===== config.mk =====
export PLATFORM = sky130hd
export DESIGN_NAME = eeprom_sequencer
export DESIGN_NICKNAME = d
export VERILOG_FILES = /design/src/common/eeprom_pkg.sv /design/src/common/i2c_pkg.sv /design/src/hw/eeprom_sequencer.sv
export SDC_FILE = /design/constraint.sdc
export NUM_CORES = 1
export LEC_CHECK = 0
export BUFFER_PORTS_ARGS = -buffer_cell sky130_fd_sc_hd__buf_2
export CAP_MARGIN = 20
export CORE_UTILIZATION = 52
export DETAILED_ROUTE_END_ITERATION = 6
export GPL_TIMING_DRIVEN = 1
export PLACE_DENSITY = 0.9
export SLEW_MARGIN = 10
export SYNTH_ARGS = -nofsm -noshare
export SYNTH_HDL_FRONTEND = slang
export SYNTH_SLANG_ARGS = --single-unit

===== constraint.sdc =====
create_clock -name CLK -period 3.2 [get_ports CLK]
set_clock_uncertainty 0.1 [all_clocks]
set_input_delay 0.64 -clock CLK [delete_from_list [all_inputs] [get_ports CLK]]
set_output_delay 0.64 -clock CLK [all_outputs]
set_load 0.1 [all_outputs]

===== src/common/eeprom_pkg.sv =====
`default_nettype none

package eeprom_pkg;

    // host side word address, 2 KB part
    localparam int ADDR_W  = 11;

    // upper address bits travel in the control byte
    localparam int BLOCK_W = 3;

    // low address bits sent as the word address byte
    localparam int WORD_W  = ADDR_W - BLOCK_W;

    localparam int DATA_W  = 8;

    // device type code in the top nibble of every control byte
    localparam logic [3:0] DEV_CODE = 4'b1010;

    // transaction sequencer states
    typedef enum logic [3:0] {
        SEQ_IDLE,
        SEQ_START,      // start condition
        SEQ_CTRL,       // control byte, write bit
        SEQ_ADDR,       // word address byte
        SEQ_DATA,       // data byte of a write
        SEQ_RESTART,    // repeated start of a random read
        SEQ_CTRL_RD,    // control byte, read bit
        SEQ_READ,       // data byte from the slave
        SEQ_STOP,
        SEQ_FINISH      // one cycle, drives ack
    } seq_state_e;

endpackage

`default_nettype wire


===== src/common/i2c_pkg.sv =====
`default_nettype none

package i2c_pkg;

    // CLK cycles per SCL period, one per quarter
    localparam int QUARTERS  = 4;

    // eight data bits plus the acknowledge bit
    localparam int BYTE_BITS = 9;

    // commands from the sequencer to the bit engine
    typedef enum logic [1:0] {
        CMD_START,      // also used for the repeated start
        CMD_STOP,
        CMD_WRITE,      // byte out, ack from slave
        CMD_READ        // byte in, no ack from master
    } i2c_cmd_e;

    // bit engine states
    typedef enum logic [2:0] {
        ENG_IDLE,
        ENG_START,
        ENG_STOP,
        ENG_SHIFT,      // data bits of a byte
        ENG_ACK         // ninth bit
    } engine_state_e;

endpackage

`default_nettype wire


===== src/hw/eeprom_sequencer.sv =====
`default_nettype none

module eeprom_sequencer
    import eeprom_pkg::*, i2c_pkg::*;
(
    input  wire logic              CLK,
    input  wire logic              RESET,
    input  wire logic              wr,
    input  wire logic              rd,
    input  wire logic [ADDR_W-1:0] addr,
    input  wire logic [DATA_W-1:0] wdata,
    output logic      [DATA_W-1:0] rdata,
    output logic                   ack,
    output logic                   nack,
    output logic                   cmd_valid,
    output i2c_cmd_e               cmd,
    output logic      [DATA_W-1:0] tx_byte,
    input  wire logic              done,
    input  wire logic              ack_seen,
    input  wire logic [DATA_W-1:0] rx_byte
);

    seq_state_e        state;
    seq_state_e        state_n;
    logic              is_read;
    logic [ADDR_W-1:0] addr_q;
    logic [DATA_W-1:0] wdata_q;
    logic              start_req;
    logic              byte_nacked;

    function automatic logic [DATA_W-1:0] ctrl_byte(
        input logic [ADDR_W-1:0] a,
        input logic              rnw
    );
        ctrl_byte = {DEV_CODE, a[ADDR_W-1 -: BLOCK_W], rnw};
    endfunction

    assign start_req = wr | rd;     // only looked at in idle

    // slave left SDA high in the ninth bit of one of our bytes
    assign byte_nacked = done && !ack_seen &&
                         (state inside {SEQ_CTRL, SEQ_ADDR, SEQ_DATA, SEQ_CTRL_RD});

    assign ack = (state == SEQ_FINISH);

    always_comb
    begin
        state_n = state;
        case (state)
            SEQ_IDLE:
                if (start_req)
                    state_n = SEQ_START;
            SEQ_START:
                if (done)
                    state_n = SEQ_CTRL;
            SEQ_CTRL:
                if (done)
                    state_n = byte_nacked ? SEQ_STOP : SEQ_ADDR;
            SEQ_ADDR:
                if (done)
                begin
                    if (byte_nacked)
                        state_n = SEQ_STOP;
                    else
                        state_n = is_read ? SEQ_RESTART : SEQ_DATA;
                end
            SEQ_DATA:
                if (done)
                    state_n = SEQ_STOP;
            SEQ_RESTART:
                if (done)
                    state_n = SEQ_CTRL_RD;
            SEQ_CTRL_RD:
                if (done)
                    state_n = byte_nacked ? SEQ_STOP : SEQ_READ;
            SEQ_READ:
                if (done)
                    state_n = SEQ_STOP;
            SEQ_STOP:
                if (done)
                    state_n = SEQ_FINISH;
            default:
                state_n = SEQ_IDLE;
        endcase
    end

    // command and byte follow the state, cmd_valid marks its first cycle
    always_comb
    begin
        cmd     = CMD_WRITE;
        tx_byte = wdata_q;
        case (state)
            SEQ_START, SEQ_RESTART:         cmd = CMD_START;
            SEQ_READ:                       cmd = CMD_READ;
            SEQ_IDLE, SEQ_STOP, SEQ_FINISH: cmd = CMD_STOP;
            SEQ_CTRL:    tx_byte = ctrl_byte(addr_q, 1'b0);
            SEQ_CTRL_RD: tx_byte = ctrl_byte(addr_q, 1'b1);
            SEQ_ADDR:    tx_byte = addr_q[WORD_W-1:0];
            default: ;
        endcase
    end

    always_ff @(posedge CLK)
    begin
        if (RESET)
        begin
            state     <= SEQ_IDLE;
            cmd_valid <= 1'b0;
            is_read   <= 1'b0;
            nack      <= 1'b0;
        end
        else
        begin
            state     <= state_n;
            // one command per bus state entered
            cmd_valid <= (state_n != state) && !(state_n inside {SEQ_IDLE, SEQ_FINISH});
            if (state == SEQ_IDLE && start_req)
            begin
                is_read <= !wr;             // write wins
                nack    <= 1'b0;
            end
            else if (byte_nacked)
                nack <= 1'b1;
        end
    end

    always_ff @(posedge CLK)
    begin
        if (state == SEQ_IDLE && start_req)
        begin
            addr_q  <= addr;
            wdata_q <= wdata;
        end
        if (state == SEQ_READ && done)
            rdata <= rx_byte;               // held until the next read
    end

    ack_one_cycle: assert property (@(posedge CLK) disable iff (RESET)
        ack |=> !ack);

    // no new command until the engine reports the last one
    one_cmd_in_flight: assert property (@(posedge CLK) disable iff (RESET)
        cmd_valid |=> !cmd_valid until_with done);

endmodule

`default_nettype wire


==> impl_metrics.py <==
metrics = {
    "setup_path": {
        "start_kind": "register",
        "slowest_stage": "dfxtp_1",
        "crit_family": "flip-flops",
        "crit_fanout": 28,
        "critPathKind": "reg -> out",
        "worstPathCellList": "nor3_1 -> a21oi_1 -> a2bb2oi_1 -> buf_2",
        "crit_path_max_incr_delay_ns": 1.00,
        "cp.arrival_ns": 2.26,
        "crit_path_end_kind": "output port",
        "worstPathRequired_ns": 2.46,
        "crit_buf_inv": 1,
    },
    "timing": {
        "fin_crit_sh": 0.9363,
        "worst_pin_slew_ns": 1.006,
        "setup_violations": 0,
        "hold_slack_ns": 0.3754,
        "maxSlewHeadroom": 0.3285,
        "max_freq_mhz": 333.8,
        "fin_crit_ns": 2.996,
        "tns_ns": 0,
        "hold_viol": 0,
        "rsz0062_at_grt": "false",
        "final_max_slew_viol_count": 0,
    },
    "power_and_ir_drop": {
        "power_mw": 1.204,
        "power_density_nw_per_um2": 641.1,
        "leakagePower_nw": 0.7534,
        "peakVddDrop_v": 0.0005167,
    },
    "worst_hold_path": {
        "hp-class": "in -> reg",
    },
    "placement": {
        "place_inst": 204,
        "numPortBuffers": 53,
        "dpl-instance-area_um2": 1793,
        "hpwl_um": 2097,
        "place_congestion": 0.8615,
    },
    "finish": {
        "stdcell_count": 212,
        "layout-area-overhead-vs-synth_pct": 23.23,
        "fin_area_um2": 1878,
        "nFillCells": 205,
        "seq_area_um2": 950.9,
        "multi_input_comb_area_um2": 504.2,
        "drive_gt1_frac": 0.3757,
        "n_antenna_cell": 0,
        "fin_nets": 213,
    },
    "global_routing": {
        "grt_max_degree": 29,
        "met3_usage": 0.07674,
        "use_met2": 0.3469,
        "grt_use_met1": 0.2222,
        "grt_pass1_vias": 1120,
        "busiest_layer": "met2",
        "grt_pass1_wl_um": 4816,
        "grt_antenna_before_repair": 0,
        "grt-ovfl-total": 0,
        "grt_util_all_layers": 0.2050,
    },
    "detailed_routing": {
        "wirelength_um": 2952,
        "post_drt_via_cell_ratio": 5.722,
        "post_drt_wl_per_cell_um": 13.92,
        "drc": 0,
        "initialDrtViolationCount": 31,
        "dr.pass1.iters": 7,
        "vias": 1213,
        "antenna_left": 0,
    },
    "synthesis": {
        "netlist_instances": 128,
        "syn-cell-area_um2": 1524,
        "yosysSeqAreaShare": 0.6240,
        "synth_seq_cells": 34,
        "synth_warnings": 0,
        "synth_area_per_cell_um2": 11.91,
        "yosysUniqueCellTypes": 37,
        "synthesis.nets": 161,
    },
    "clocking": {
        "cts_resized": 0,
        "cts-buffers-inserted": 5,
        "clkTransAtPathRegs_ns": 0.10,
        "cts.sinks": 34,
        "post_cts_buffers": 0,
        "cts_hold_buf": 0,
        "ctsHtreeMaxLevel": 2,
        "clockBufferDepth": 2,
        "clkLatencyLatePin_ns": 0.33,
        "cts-root-buf": "clkbuf_4",
        "cts_tree": "built",
    },
    "floorplan": {
        "die_x_um": 56.14,
        "core_area_um2": 2758,
        "start_util": 0.5526,
        "boundaryPins": 54,
        "die_y_um": 56.14,
        "die-area_um2": 3151,
        "std_cell_rows": 19,
    },
    "outcome": {
        "status": "completed",
    },
    "run": {
        "maxCapViolations": 0,
    },
}
## metrics by stage
step,utilization,setup slack (ns)
after floorplan,-,-0.1516
after global placement,0.6502,0.7020
after detailed placement,0.6502,0.5926
after CTS,0.6810,0.2141
after global routing,0.6810,0.06639
final,0.6810,0.2039
## state kept, by name, indices dropped and copies added, names as in the netlist
signal and count:
state 4, nack 1, wdata_q 8, rdata 8
cmd_valid 1, is_read 1, addr_q 11
## area by class of cell
class,count,share of cell area
tap,31,0.02065
sequential,34,0.5063
clock buffer,7,0.02931
clock inverter,1,0.01599
timing repair buffer,55,0.1492
inverter,5,0.009993
multi-input combinational,79,0.2685
## report_power, final
group	switching, mW	leakage, nW	internal (mW)	total, mW
sequential	0.0143	0.314	0.522	0.537
combinational	0.269	0.394	0.0764	0.345
clock	0.135	0.0455	0.187	0.322
## layer usage
metal	part of all wire	routed length, um	vias up
li1	-	-	583
met5	0	0	-
met3	0.10	302	8
met2	0.51	1505	81
met4	0.025	74	0
met1	0.36	1070	541
## cell families after synthesis
kind of cell           synth area share
buffers and inverters           0.04927
AO/OA/AOI/OAI                    0.1716
XOR/XNOR                       0.005748
multiplexers                   0.006568
AND/OR/NAND/NOR                  0.1429
flip-flops                       0.6240
## placed cells by master, fill, tap and decap left out, drive strengths merged
master,synthesis,routed
a211oi,1,1
a21o,2,2
a21oi,18,18
a221oi,1,1
a22o,1,1
a2bb2oi,2,2
a31oi,2,2
a32oi,1,1
and2b,1,1
and3,1,1
and4,1,1
buf,8,55
bufinv,0,1
clkbuf,2,7
dfxtp,7,7
edfxtp,27,27
inv,5,5
mux2i,1,1
nand2,10,10
nand2b,5,5
nand3b,1,1
nor2,4,4
nor2b,1,1
nor3,6,6
nor3b,2,2
nor4,2,2
nor4b,1,1
o21a,1,1
o21ai,6,6
o22ai,3,3
o31ai,3,3
or4b,1,1
xnor2,1,1
## cell usage after synthesis
| cell | instances | share of area |
|---|---|---|
| nor3b_1 | 2 | 0.0098 |
| nand2b_1 | 5 | 0.021 |
| mux2i_1 | 1 | 0.0066 |
| nand2_1 | 10 | 0.025 |
| nor4b_1 | 1 | 0.0057 |
| and2b_1 | 1 | 0.0049 |
| a2bb2oi_1 | 2 | 0.011 |
| o31ai_1 | 3 | 0.015 |
| a32oi_1 | 1 | 0.0057 |
| a211oi_1 | 1 | 0.0049 |
| buf_2 | 6 | 0.020 |
| nor3_1 | 6 | 0.020 |
| nor4_4 | 1 | 0.014 |
| clkbuf_1 | 2 | 0.0049 |
| nor4_1 | 1 | 0.0041 |
| dfxtp_1 | 7 | 0.092 |
| a21oi_1 | 18 | 0.059 |
| nand3b_1 | 1 | 0.0049 |
| nor2_2 | 1 | 0.0041 |
| o22ai_1 | 3 | 0.012 |
| buf_6 | 1 | 0.0074 |
| and4_1 | 1 | 0.0057 |
| o21a_4 | 1 | 0.0098 |
| a221oi_2 | 1 | 0.0098 |
| edfxtp_1 | 27 | 0.53 |
| or4b_4 | 1 | 0.0090 |
| inv_1 | 5 | 0.012 |
| o21ai_0 | 5 | 0.016 |
| o21ai_1 | 1 | 0.0033 |
| a21o_1 | 2 | 0.0098 |
| nor2b_1 | 1 | 0.0041 |
| a31oi_1 | 2 | 0.0082 |
| a22o_1 | 1 | 0.0057 |
| and3_1 | 1 | 0.0041 |
| buf_4 | 1 | 0.0049 |
| nor2_1 | 3 | 0.0074 |
| xnor2_1 | 1 | 0.0057 |
## path summary, 6_finish.rpt
kind                               start          to  slack [ns]  cells past startpoint
worst max register to register  state[2]   cmd_valid        1.10                      4
worst min register to register   is_read     is_read        0.44                      2
worst max-delay path            state[2]  tx_byte[5]        0.20                      4
worst min-delay path            wdata[2]  wdata_q[2]        0.38                      1
(Power assumes the default switching activity.)
