==> config.mk <==
export PLATFORM = sky130hd
export DESIGN_NAME = i2c_bit_engine
export DESIGN_NICKNAME = d
export VERILOG_FILES = /design/src/common/eeprom_pkg.sv /design/src/common/i2c_pkg.sv /design/src/i2c_master/i2c_bit_engine.sv
export SDC_FILE = /design/constraint.sdc
export NUM_CORES = 1
export LEC_CHECK = 0
export ABC_AREA = 0
export BUFFER_PORTS_ARGS = -buffer_cell sky130_fd_sc_hd__buf_2
export CORE_MARGIN = 3
export CORE_UTILIZATION = 49
export DETAILED_ROUTE_END_ITERATION = 8
export PLACE_DENSITY = 0.75
export SYNTH_ARGS = -nofsm -noshare
export SYNTH_HDL_FRONTEND = slang
export SYNTH_SLANG_ARGS = --single-unit
export TNS_END_PERCENT = 50
==> constraint.sdc <==
create_clock -name CLK -period 2 [get_ports CLK]
set_input_delay 0.1 -clock CLK [delete_from_list [all_inputs] [get_ports CLK]]
set_output_delay 0.1 -clock CLK [all_outputs]
set_load 0.03 [all_outputs]
==> src/common/eeprom_pkg.sv <==
`default_nettype none

package eeprom_pkg;

    // host side word address, 2 KB part
    localparam int ADDR_W  = 11;

    // upper address bits travel in the control byte
    localparam int BLOCK_W = 3;

    // low address bits sent as the word address byte
    localparam int WORD_W  = ADDR_W - BLOCK_W;

    localparam int DATA_W  = 8;

    // device type code in the top nibble of every control byte
    localparam logic [3:0] DEV_CODE = 4'b1010;

    // transaction sequencer states
    typedef enum logic [3:0] {
        SEQ_IDLE,
        SEQ_START,      // start condition
        SEQ_CTRL,       // control byte, write bit
        SEQ_ADDR,       // word address byte
        SEQ_DATA,       // data byte of a write
        SEQ_RESTART,    // repeated start of a random read
        SEQ_CTRL_RD,    // control byte, read bit
        SEQ_READ,       // data byte from the slave
        SEQ_STOP,
        SEQ_FINISH      // one cycle, drives ack
    } seq_state_e;

endpackage

`default_nettype wire

==> src/common/i2c_pkg.sv <==
`default_nettype none

package i2c_pkg;

    // CLK cycles per SCL period, one per quarter
    localparam int QUARTERS  = 4;

    // eight data bits plus the acknowledge bit
    localparam int BYTE_BITS = 9;

    // commands from the sequencer to the bit engine
    typedef enum logic [1:0] {
        CMD_START,      // also used for the repeated start
        CMD_STOP,
        CMD_WRITE,      // byte out, ack from slave
        CMD_READ        // byte in, no ack from master
    } i2c_cmd_e;

    // bit engine states
    typedef enum logic [2:0] {
        ENG_IDLE,
        ENG_START,
        ENG_STOP,
        ENG_SHIFT,      // data bits of a byte
        ENG_ACK         // ninth bit
    } engine_state_e;

endpackage

`default_nettype wire

==> src/i2c_master/i2c_bit_engine.sv <==
`default_nettype none

module i2c_bit_engine
    import eeprom_pkg::*, i2c_pkg::*;
(
    input  wire logic              CLK,
    input  wire logic              RESET,
    input  wire logic              cmd_valid,
    input  wire i2c_cmd_e          cmd,
    input  wire logic [DATA_W-1:0] tx_byte,
    output logic                   done,
    output logic                   ack_seen,
    output logic      [DATA_W-1:0] rx_byte,
    output logic                   scl,
    output logic                   sda_pull,
    input  wire logic              sda_in
);

    engine_state_e                state;
    engine_state_e                state_n;
    logic [$clog2(QUARTERS)-1:0]  q;
    logic [$clog2(QUARTERS)-1:0]  q_n;
    logic [$clog2(BYTE_BITS)-1:0] bit_cnt;
    logic [$clog2(BYTE_BITS)-1:0] bit_n;
    logic [DATA_W-1:0]            sreg;
    logic                         rd_mode;
    logic                         rd_n;
    logic                         scl_n;
    logic                         pull_n;
    logic                         tx_bit;
    logic                         last_q;
    logic                         sample_q;

    assign last_q   = (q == QUARTERS - 1);
    assign sample_q = (q == QUARTERS / 2);     // middle of SCL high

    // first bit comes straight from the command, later ones from the shifter
    assign tx_bit = (state == ENG_IDLE) ? tx_byte[DATA_W-1] : sreg[DATA_W-1];

    // start, stop and ack each end a command on their last quarter
    assign done = last_q && (state != ENG_IDLE) && (state != ENG_SHIFT);

    assign rx_byte = sreg;

    always_comb
    begin
        state_n = state;
        q_n     = q + 1'b1;
        bit_n   = bit_cnt;
        rd_n    = rd_mode;
        case (state)
            ENG_IDLE:
            begin
                q_n   = '0;
                bit_n = '0;
                if (cmd_valid)
                begin
                    rd_n = (cmd == CMD_READ);
                    case (cmd)
                        CMD_START: state_n = ENG_START;
                        CMD_STOP:  state_n = ENG_STOP;
                        default:   state_n = ENG_SHIFT;
                    endcase
                end
            end
            ENG_SHIFT:
                if (last_q)
                begin
                    if (bit_cnt == BYTE_BITS - 2)
                        state_n = ENG_ACK;
                    else
                        bit_n = bit_cnt + 1'b1;
                end
            default:
                if (last_q)
                    state_n = ENG_IDLE;
        endcase
    end

    // bus levels for the quarter being entered, idle holds the last ones
    always_comb
    begin
        scl_n  = scl;
        pull_n = sda_pull;
        case (state_n)
            ENG_START:
                case (q_n)
                    2'd0:    pull_n = 1'b0;     // release, SCL as it was
                    2'd1:    scl_n  = 1'b1;
                    2'd2:    pull_n = 1'b1;     // SDA falls with SCL high
                    default: scl_n  = 1'b0;
                endcase
            ENG_STOP:
                case (q_n)
                    2'd0:
                    begin
                        pull_n = 1'b1;
                        scl_n  = 1'b0;
                    end
                    2'd1:    scl_n  = 1'b1;
                    2'd2:    pull_n = 1'b0;     // SDA rises with SCL high
                    default: ;
                endcase
            ENG_SHIFT, ENG_ACK:
                case (q_n)
                    2'd0:
                    begin
                        scl_n  = 1'b0;
                        // reads and the ninth bit leave SDA to the slave
                        pull_n = (state_n == ENG_SHIFT) && !rd_n && !tx_bit;
                    end
                    2'd1:    scl_n = 1'b1;
                    2'd3:    scl_n = 1'b0;
                    default: ;
                endcase
            default: ;
        endcase
    end

    always_ff @(posedge CLK)
    begin
        if (RESET)
        begin
            state    <= ENG_IDLE;
            q        <= '0;
            bit_cnt  <= '0;
            rd_mode  <= 1'b0;
            scl      <= 1'b1;               // bus idle
            sda_pull <= 1'b0;
            ack_seen <= 1'b0;
        end
        else
        begin
            state    <= state_n;
            q        <= q_n;
            bit_cnt  <= bit_n;
            rd_mode  <= rd_n;
            scl      <= scl_n;
            sda_pull <= pull_n;
            if (state == ENG_ACK && sample_q)
                ack_seen <= !sda_in;        // slave holds SDA low
        end
    end

    // shifts out MSB first and takes the bus level in at the same time
    always_ff @(posedge CLK)
    begin
        if (state == ENG_IDLE && cmd_valid)
            sreg <= tx_byte;
        else if (state == ENG_SHIFT && sample_q)
            sreg <= {sreg[DATA_W-2:0], sda_in};
    end

    // data may only move while SCL is low
    sda_stable_scl_high: assert property (@(posedge CLK) disable iff (RESET)
        (state inside {ENG_SHIFT, ENG_ACK}) && scl |-> $stable(sda_pull));

endmodule

`default_nettype wire

==> results of run 1 <==
==> path summary, 6_finish.rpt <==
| path | end | cells after the start | slack (ns) |
|---|---|---|---|
| min reg2reg | bit_cnt[1]$_SDFFE_PP0P_ | 2 | 0.49 |
| max | sda_pull$_SDFFE_PP0P_ | 8 | 0.1 |
| max reg2reg | sda_pull$_SDFFE_PP0P_ | 8 | 0.1 |
| min | rx_byte[2]$_DFFE_PP_ | 3 | 0.05 |
==> stage by stage <==
step	utilization	hold slack [ns]	worst slack [ns]	instances	area (um2)
after floorplan	-	0.1956	0.001698	154	1380
after global placement	0.6282	0.3054	0.02581	218	1613
after detailed placement	0.6282	0.3068	-0.01629	218	1613
after CTS	0.6438	0.04719	0.04983	223	1653
after global routing	0.6637	0.04952	-0.01802	224	1704
final	0.6637	0.04865	0.09758	224	1704
==> tightest hold or removal path: stages <==
cell and delay [ns]:
buf_2 0.07, nand2_1 0.04, nand2_1 0.04
==> cells in the final DEF, fill, tap and decap left out, types with 4 or more instances in the layout <==
| cell | synthesis | final |
|---|---|---|
| dfxtp_1 | 13 | 10 |
| buf_2 | 1 | 25 |
| inv_1 | 7 | 7 |
| edfxtp_1 | 8 | 8 |
| a21oi_1 | 4 | 4 |
| nand2_1 | 32 | 32 |
| nor2_1 | 12 | 12 |
| buf_4 | 2 | 17 |
| nor3_1 | 5 | 4 |
==> power breakdown <==
part | leakage, nW | internal, mW | total, mW | switching [mW]
combinational | 0.571 | 0.209 | 0.506 | 0.298
clock | 0.0177 | 0.0748 | 0.215 | 0.141
sequential | 0.184 | 0.501 | 0.528 | 0.0276
==> routing by layer <==
metal,vias up,share of wire,GRT usage
li1,635,-,-
met1,614,0.44,0.2883
met2,51,0.48,0.3525
met3,4,0.076,0.04167
met4,0,0.0090,0.05178
met5,-,0,0
==> state kept, by name, summed over array words and instances, names as in the netlist <==
| signal | cells |
|---|---|
| ack_seen | 1 |
| bit_cnt | 4 |
| q | 2 |
| rd_mode | 1 |
| rx_byte | 8 |
| scl | 1 |
| sda_pull | 1 |
| state | 3 |
==> cells by family (layout without fill, tap and decap cells) <==
| kind of cell | after synthesis | count (layout) |
|---|---|---|
| DFF | 21 | 21 |
| AOI/OAI and AO/OA | 34 | 34 |
| adders and majority gates | 6 | 6 |
| muxes | 1 | 1 |
| and+or+nand+nor | 76 | 76 |
| buffers and inverters | 14 | 54 |
| xor gates and xnor gates | 2 | 2 |
==> what timing repair did <==
item	CTS	global route
endpoints found under the setup margin	1	2
resized for setup	1	10
hold endpoints to repair	1	0
pin swaps	1	7
setup buffers	0	1
hold buffers	1	0
==> cell type report <==
cell class,instances,share of cell area
Clock buffer,3,0.01322
Clock inverter,1,0.002937
Tap cell,30,0.02203
Sequential cell,21,0.2959
Timing Repair Buffer,43,0.1542
Inverter,7,0.01542
Multi-Input combinational cell,119,0.4963
==> results by group, run 1 <==
Job
  – Max-cap viol count: 0

Die
  – Starting Density: 0.5292
  – I/O pin count: 26
  – Die area: 3441 um2
  – Die W: 58.66 um
  – Row count: 18
  – Core region area: 2567 um2
  – Vert. Die Dim: 58.66 um

Setup path
  – Cell chain of the critical path: buf_4, ha_2, nor4bb_1, buf_4, o21a_1, o211ai_1, a31oi_1, a21boi_1
  – Required time of the worst setup path: 2.25 ns
  – Worst EP arrival: 2.15 ns
  – CP startpoint kind: flip-flop
  – Cell family contributing the most delay on the critical path: compound AO/OA/AOI/OAI gates
  – Critical Path Sink Type: flip-flop
  – Crit path max fanout: 8
  – Worst path slowest cell: dfxtp_2
  – Biggest cell delay along the critical path: 0.34 ns
  – Launch point of the worst path: q[0]$_SDFF_PP0_
  – Worst setup path category: flip-flop to flip-flop
  – Worst R2R Start: q[0]$_SDFF_PP0_
  – Cell repeated most along the worst path: buf_4
  – Number of buffer and inverter instances along the worst setup path: 2

Clock tree
  – Clock latency at the later pin of the worst-skew pair: 0.32 ns
  – Root buf cell: clkbuf_4
  – TritonCTS buffer count: 3
  – Clk buf depth: 2
  – Clock transition at the registers of the reported paths: 0.13 ns
  – # H-tree levels: 1
  – CTS tree: done
  – Sinks on the clock net: 21

Synth
  – Fraction of synthesis flops using an asynchronous set or reset pin: 0
  – Instance count of the mapped netlist: 154
  – XOR/XNOR Fraction of Synth Area: 0.01289
  – Number of nets in the synthesized netlist: 174
  – Synth Area in Compound Gates: 0.1897
  – Distinct cells, synth: 53
  – EDFF count, synth: 8
  – Share of the synthesized area in the top cell type: 0.1915
  – Commonest register cell after synthesis: dfxtp_1
  – Mux share of post-synthesis cell area: 0.007366
  – Combinational family with the most area after synthesis: simple AND/OR/NAND/NOR gates
  – Synthesis-stage register bit count: 21
  – Syn_area_per_cell: 8.823 um2
  – Post-synthesis share of cell area spent on full adders, half adders and majority gates: 0.05525
  – Portion of the post-synthesis area used by sequential elements: 0.3683
  – Cell taking the most area after synthesis: dfxtp_1
  – Most numerous cell in the Yosys netlist: nand2_1
  – Leading post-synthesis cells by cell area: dfxtp_1 (19%), edfxtp_1 (18%), nand2_1 (8.8%), ha_1 (5.5%), nor2_1 (3.3%)
  – Warnings from Yosys: 0
  – Netlist area before placement: 1359 um2
  – Share of synthesized cell area in and, or, nand and nor gates: 0.3103
  – Post-synth top cells: nand2_1 (32), dfxtp_1 (13), nor2_1 (12), edfxtp_1 (8), inv_1 (7)

Global routing
  – GRT Resource Usage Total: 0.2135
  – Vias in the first global route: 1186
  – Antenna violations before repair: 0
  – Largest net degree at the start of global routing: 13
  – Grt ovf: 0
  – First-pass GRT wire length: 5.616 mm

Detailed routing
  – Average routed wire per standard cell: 15.87 um
  – Routed vias/inst: 5.821
  – Number of vias after detailed routing: 1304
  – Routed Antenna Nets: 0
  – Violation count after the first detailed-route iteration: 64
  – Residual DRC count: 0
  – Final wirelength: 3.554 mm
  – Iteration count of the initial detailed-routing pass: 4

Timing
  – Minimum period implied by the final worst setup slack: 1.902 ns
  – RSZ-0062 raised after global routing: yes
  – Total Negative Setup Slacks: 0 ns
  – Period utilisation layout: 0.9512
  – Slew headroom: 0.7001
  – Fmax achieved: 525.6 MHz
  – Slew of the pin with the lowest slew margin: 0.4499 ns
  – Worst clock skew on the final layout: 0.01572 ns
  – Count of final max-slew check failures: 0
  – Final setup viols: 0
  – Number of endpoints with negative hold slack in the final report: 0

Worst hold path
  – Hold path startpoint: tx_byte[2]
  – Class of the tightest hold or removal check: primary input to flip-flop

Status
  – Status: complete, no violations

Cells and area
  – Fin nets: 215
  – Fraction of final layout cells sized beyond drive strength 1: 0.3454
  – Filler cell count: 216
  – P&R area growth vs syn: 25.41%
  – Storage cell area: 504.2 um2
  – Final antenna diode count: 0
  – Footprint of the multi-input gates: 845.8 um2

Pwr
  – Leakage power summed over all cells: 0.7724 nW
  – Power density over the cells: 733.6 nW/um2
  – VDD IR max: 0.5917 mV
  – Design Power: 1.250 mW

Place
  – IO buf count: 25
  – Routability cong.: 0.8738
  – Detailed placement HPWL: 2.608 mm
No activity file was read; power rests on OpenSTA's default activity.
==> run 2, diff against run 1 <==
--- a/config.mk
+++ b/config.mk
@@ -7,6 +7,7 @@
 export LEC_CHECK = 0
 export ABC_AREA = 0
 export BUFFER_PORTS_ARGS = -buffer_cell sky130_fd_sc_hd__buf_2
+export CORE_ASPECT_RATIO = 0.8
 export CORE_MARGIN = 3
 export CORE_UTILIZATION = 49
 export DETAILED_ROUTE_END_ITERATION = 8
==> results by group, run 2 (synthesis gave the netlist of run 1 again) <==
Timing
  – Worst clock skew on the final layout: 0.008449 ns
  – Period utilisation layout: 0.9671
  – Fmax achieved: 517.0 MHz
  – Slew of the pin with the lowest slew margin: 0.3675 ns
  – Final setup viols: 0
  – Count of final max-slew check failures: 0
  – Number of endpoints with negative hold slack in the final report: 0
  – Minimum period implied by the final worst setup slack: 1.934 ns
  – Slew headroom: 0.7544
  – RSZ-0062 raised after global routing: no
  – Hold Slack: 0.03745 ns

Die
  – Die W: 64.88 um
  – Vert. Die Dim: 53.10 um
  – I/O pin count: 26
  – Starting Density: 0.5344
  – Die area: 3445 um2
  – Row count: 16
  – Core region area: 2542 um2

Global routing
  – Vias in the first global route: 1130
  – Largest net degree at the start of global routing: 13
  – GRT Resource Usage Total: 0.2047
  – Antenna violations before repair: 0
  – Grt ovf: 0
  – First-pass GRT wire length: 5.388 mm

Clock tree
  – # H-tree levels: 1
  – Sinks on the clock net: 21
  – Root buf cell: clkbuf_4
  – CTS tree: done
  – TritonCTS buffer count: 3
  – Clock transition at the registers of the reported paths: 0.13 ns
  – Clock latency at the later pin of the worst-skew pair: 0.31 ns
  – Clk buf depth: 2

Setup path
  – Worst setup path category: flip-flop to flip-flop
  – Required time of the worst setup path: 2.22 ns
  – Worst EP arrival: 2.15 ns
  – Crit path max fanout: 4
  – Critical Path Sink Type: flip-flop
  – CP startpoint kind: flip-flop

Pwr
  – Portion of total power attributed to combinational logic: 0.402
  – Switch share: 0.3676
  – Internal power component: 0.7837 mW
  – Power density over the cells: 736.4 nW/um2
  – Clock share of power: 0.174
  – VDD IR max: 0.5466 mV
  – Part of the total power dissipated in sequential elements: 0.424
  – Leakage power summed over all cells: 0.7641 nW
  – Power spent charging and discharging nets: 0.4555 mW

Cells and area
  – Fin nets: 215
  – Number of cells in the finished layout apart from fillers: 230
  – Flip-flop count of the largest register, all copies and words added: 8
  – Leading cell types in the layout, fill and taps excluded: nand2_1 (32), buf_2 (25), buf_4 (17), nor2_1 (12), dfxtp_1 (11)
  – Fraction of final layout cells sized beyond drive strength 1: 0.3196
  – Final antenna diode count: 0
  – P&R area growth vs syn: 23.85%
  – Most frequent standard cell in the layout excluding fill and tap cells: nand2_1

Detailed routing
  – Residual DRC count: 0
  – Routed Antenna Nets: 0
  – Average routed wire per standard cell: 14.80 um
  – Iteration count of the initial detailed-routing pass: 4
  – Routed vias/inst: 5.648
  – Number of vias after detailed routing: 1299
  – Final wirelength: 3.404 mm
  – Violation count after the first detailed-route iteration: 71

Job
  – Max-cap viol count: 0

Place
  – Detailed placement HPWL: 2.543 mm
  – Placed Cells incl. Taps: 224
  – IO buf count: 25
  – Routability cong.: 0.9653

Status
  – Status: complete, no violations

Worst hold path
  – Class of the tightest hold or removal check: primary input to flip-flop
run 2: power groups by stage:
stage	Sequential (mW)	Combinational [mW]	Clock, mW
after floorplan	0.597	0.269	0
after global placement	0.532	0.459	0
after detailed placement	0.534	0.474	0
after CTS	0.525	0.487	0.221
after global routing	0.531	0.538	0.237
final	0.526	0.498	0.215
run 2: final cells by class:
class | instances | area, um2
flip-flops and latches | 21 | 503.0
repair buffers | 43 | 262.8
fillers | 230 | 859.6
multi-input cells | 119 | 819.5
inverters | 7 | 26.28
well taps | 36 | 45.04
clock buffers | 4 | 26.28
run 2: worst paths after layout:
kind / startpoint / endpoint / slack, ns / depth (start not counted)
worst min-delay path: tx_byte[0] / rx_byte[0]$_DFFE_PP_ / 0.04 / 3
worst max-delay path: q[0]$_SDFF_PP0_ / scl$_SDFFE_PP1P_ / 0.07 / 7
worst max register to register: q[0]$_SDFF_PP0_ / scl$_SDFFE_PP1P_ / 0.07 / 7
worst min register to register: rd_mode$_SDFF_PP0_ / rd_mode$_SDFF_PP0_ / 0.49 / 2
run 2: layer usage:
layer	global-route usage	share of wire	vias to the layer above
met4	0.05614	0.012	0
met3	0.05096	0.062	6
li1	-	-	641
met5	0	0	-
met1	0.2885	0.47	614
met2	0.3090	0.46	38
run 2: critical path, cell delays in order, from the launching register on:
cell and delay (ns):
dfxtp_2 0.35, inv_1 0.05, ha_1 0.29, or2_4 0.26
ha_1 0.22, o31ai_2 0.27, a211oi_1 0.11, o32a_1 0.29
run 2: repair_timing:
action | CTS | global route
hold buffers | 1 | 0
setup buffers | 1 | 0
hold endpoints to repair | 1 | 0
gates resized for setup | 1 | 5
pin swaps | 1 | 1
endpoints found under the setup margin | 1 | 2
run 2: stage by stage:
step / area (um2) / TNS (ns) / total power, mW / worst slack, ns / util
after floorplan: 1380 / 0 / 0.8660 / 0.001698 / -
after global placement: 1620 / 0 / 0.9913 / 0.04282 / 0.6373
after detailed placement: 1620 / -0.02846 / 1.008 / -0.02846 / 0.6373
after CTS: 1667 / 0 / 1.233 / 0.05688 / 0.6555
after global routing: 1683 / 0 / 1.306 / 0.005664 / 0.6619
final: 1683 / 0 / 1.239 / 0.06572 / 0.6619
==> run 3, diff against run 2 <==
--- a/config.mk
+++ b/config.mk
@@ -9,9 +9,8 @@
 export BUFFER_PORTS_ARGS = -buffer_cell sky130_fd_sc_hd__buf_2
 export CORE_ASPECT_RATIO = 0.8
 export CORE_MARGIN = 3
-export CORE_UTILIZATION = 49
+export CORE_UTILIZATION = 35
 export DETAILED_ROUTE_END_ITERATION = 8
-export PLACE_DENSITY = 0.75
 export SYNTH_ARGS = -nofsm -noshare
 export SYNTH_HDL_FRONTEND = slang
 export SYNTH_SLANG_ARGS = --single-unit
==> results by group, run 3 (synthesis gave the netlist of run 1 again) <==
Setup path
  – Cell chain of the critical path: or4b_4, o221ai_2, nor4_1, a2111oi_2, a21boi_1
  – Crit path max fanout: 4
  – Number of buffer and inverter instances along the worst setup path: 0
  – Critical Path Sink Type: flip-flop
  – Worst EP arrival: 2.05 ns
  – Required time of the worst setup path: 2.14 ns
  – Count of cells along the worst register-to-register path: 5
  – CP startpoint kind: flip-flop
  – Total stage count of the critical path: 5
  – Cell family contributing the most delay on the critical path: compound AO/OA/AOI/OAI gates
  – Worst path slowest cell: or4b_4
  – Biggest cell delay along the critical path: 0.56 ns
  – Worst setup path category: flip-flop to flip-flop

Pwr
  – Power density over the cells: 767.4 nW/um2
  – Portion of total power attributed to combinational logic: 0.399
  – VDD IR max: 0.5124 mV
  – Leakage power summed over all cells: 0.7774 nW
  – Part of the total power dissipated in sequential elements: 0.392
  – Power spent charging and discharging nets: 0.4791 mW
  – Switch share: 0.3572
  – Clock share of power: 0.209
  – Internal power component: 0.8622 mW

Place
  – Total placed instance area: 1628 um2
  – Setup slack after placement: -0.08041 ns
  – Detailed placement HPWL: 2.754 mm
  – IO buf count: 25
  – Routability cong.: 0.9386

Detailed routing
  – Routed vias/inst: 5.364
  – Violation count after the first detailed-route iteration: 94
  – Final wirelength: 3.567 mm
  – Number of vias after detailed routing: 1266
  – Routed Antenna Nets: 0
  – Average routed wire per standard cell: 15.11 um
  – Iteration count of the initial detailed-routing pass: 4
  – Residual DRC count: 0

Cells and area
  – Filler cell count: 341
  – Storage cell area: 503.0 um2
  – Fraction of final layout cells sized beyond drive strength 1: 0.3608
  – Flip-flop count of the largest register, all copies and words added: 8
  – Leading cell types in the layout, fill and taps excluded: nand2_1 (32), buf_2 (25), buf_4 (18), nor2_1 (11), dfxtp_1 (11)
  – Most frequent standard cell in the layout excluding fill and tap cells: nand2_1
  – Final antenna diode count: 0
  – Footprint of the multi-input gates: 859.6 um2
  – Post-route design area: 1748 um2
  – Final Core Density: 0.4902
  – Fin nets: 215
  – P&R area growth vs syn: 28.64%

Die
  – I/O pin count: 26
  – Vert. Die Dim: 61.73 um
  – Die W: 75.66 um
  – Die area: 4670 um2
  – Row count: 19
  – Core region area: 3566 um2
  – Starting Density: 0.3811

Global routing
  – GRT Resource Usage Total: 0.1553
  – Grt ovf: 0
  – Antenna violations before repair: 0
  – Vias in the first global route: 1108
  – Largest net degree at the start of global routing: 13
  – First-pass GRT wire length: 5.416 mm

Timing
  – Count of final max-slew check failures: 0
  – Fmax achieved: 523.1 MHz
  – Slew of the pin with the lowest slew margin: 0.3877 ns
  – Final setup viols: 0
  – Setup ws final: 0.08828 ns
  – Minimum period implied by the final worst setup slack: 1.912 ns
  – Worst clock skew on the final layout: 0.002955 ns
  – Slew headroom: 0.7404
  – Hold Slack: 0.03500 ns
  – Number of endpoints with negative hold slack in the final report: 0
  – Period utilisation layout: 0.9559

Clock tree
  – TritonCTS buffer count: 3
  – # H-tree levels: 1
  – Clk buf depth: 2
  – Sinks on the clock net: 21
  – Clock transition at the registers of the reported paths: 0.08 ns
  – Root buf cell: clkbuf_8
  – CTS tree: done
  – Clock latency at the later pin of the worst-skew pair: 0.26 ns

Worst hold path
  – Hold Crit Depth: 2
  – Class of the tightest hold or removal check: primary input to flip-flop

Job
  – Max-cap viol count: 0

Status
  – Status: complete, no violations
[run 3: cell types whose count changed in the layout (fill, tap and decap cells not counted), sizes merged]
cell | previous run | this run
clkbuf | 4 | 3
buf | 42 | 43
clkinv | 0 | 1
dlygate4sd3 | 1 | 0
[run 3: per-stage QoR]
step | TNS, ns | total power [mW] | instances
global route | -0.01866 | 1.416 | 236
detailed placement | -0.08041 | 1.015 | 230
finish | 0 | 1.341 | 236
floorplan | 0 | 0.8660 | 154
global placement | 0 | 0.9973 | 230
CTS | 0 | 1.311 | 235
[run 3: metal layers]
| metal | wire length (um) | up-vias | GRT usage |
|---|---|---|---|
| met1 | 1770 | 586 | 0.2402 |
| met3 | 199 | 6 | 0.03859 |
| met4 | 54 | 0 | 0.03990 |
| li1 | - | 637 | - |
| met5 | 0 | - | 0 |
| met2 | 1542 | 37 | 0.2128 |
[run 3: power by group through the flow]
| stage | Sequential (mW) | Combinational, mW | Clock (mW) |
|---|---|---|---|
| 2_1_floorplan | 0.597 | 0.269 | 0 |
| 3_3_place_gp | 0.532 | 0.465 | 0 |
| 3_5_place_dp | 0.535 | 0.480 | 0 |
| 4_1_cts | 0.525 | 0.491 | 0.295 |
| 5_1_grt | 0.533 | 0.580 | 0.303 |
| 6_report | 0.526 | 0.535 | 0.280 |
[run 3: final timing paths]
check,startpoint,endpoint,slack (ns)
worst max-delay path,state[2]$_SDFF_PP0_,sda_pull$_SDFFE_PP0P_,0.09
worst max register to register,state[2]$_SDFF_PP0_,sda_pull$_SDFFE_PP0P_,0.09
worst min register to register,bit_cnt[1]$_SDFFE_PP0P_,bit_cnt[1]$_SDFFE_PP0P_,0.47
worst min-delay path,sda_in,ack_seen$_SDFFE_PP0P_,0.03
[run 3: final cells by class]
type | count | area share
clock inverter | 1 | 0.002863
multi-input combinational | 119 | 0.4918
clock buffer | 3 | 0.02362
inverter | 7 | 0.01503
timing repair buffer | 43 | 0.1489
tap | 42 | 0.03006
sequential | 21 | 0.2878
[run 3: what timing repair did]
action                     in CTS  in global routing
setup endpoints to repair       1                  2
pin swaps                       1                  6
resized for setup               1                 13
buffers inserted                1                  1
hold buffers                    0                  0
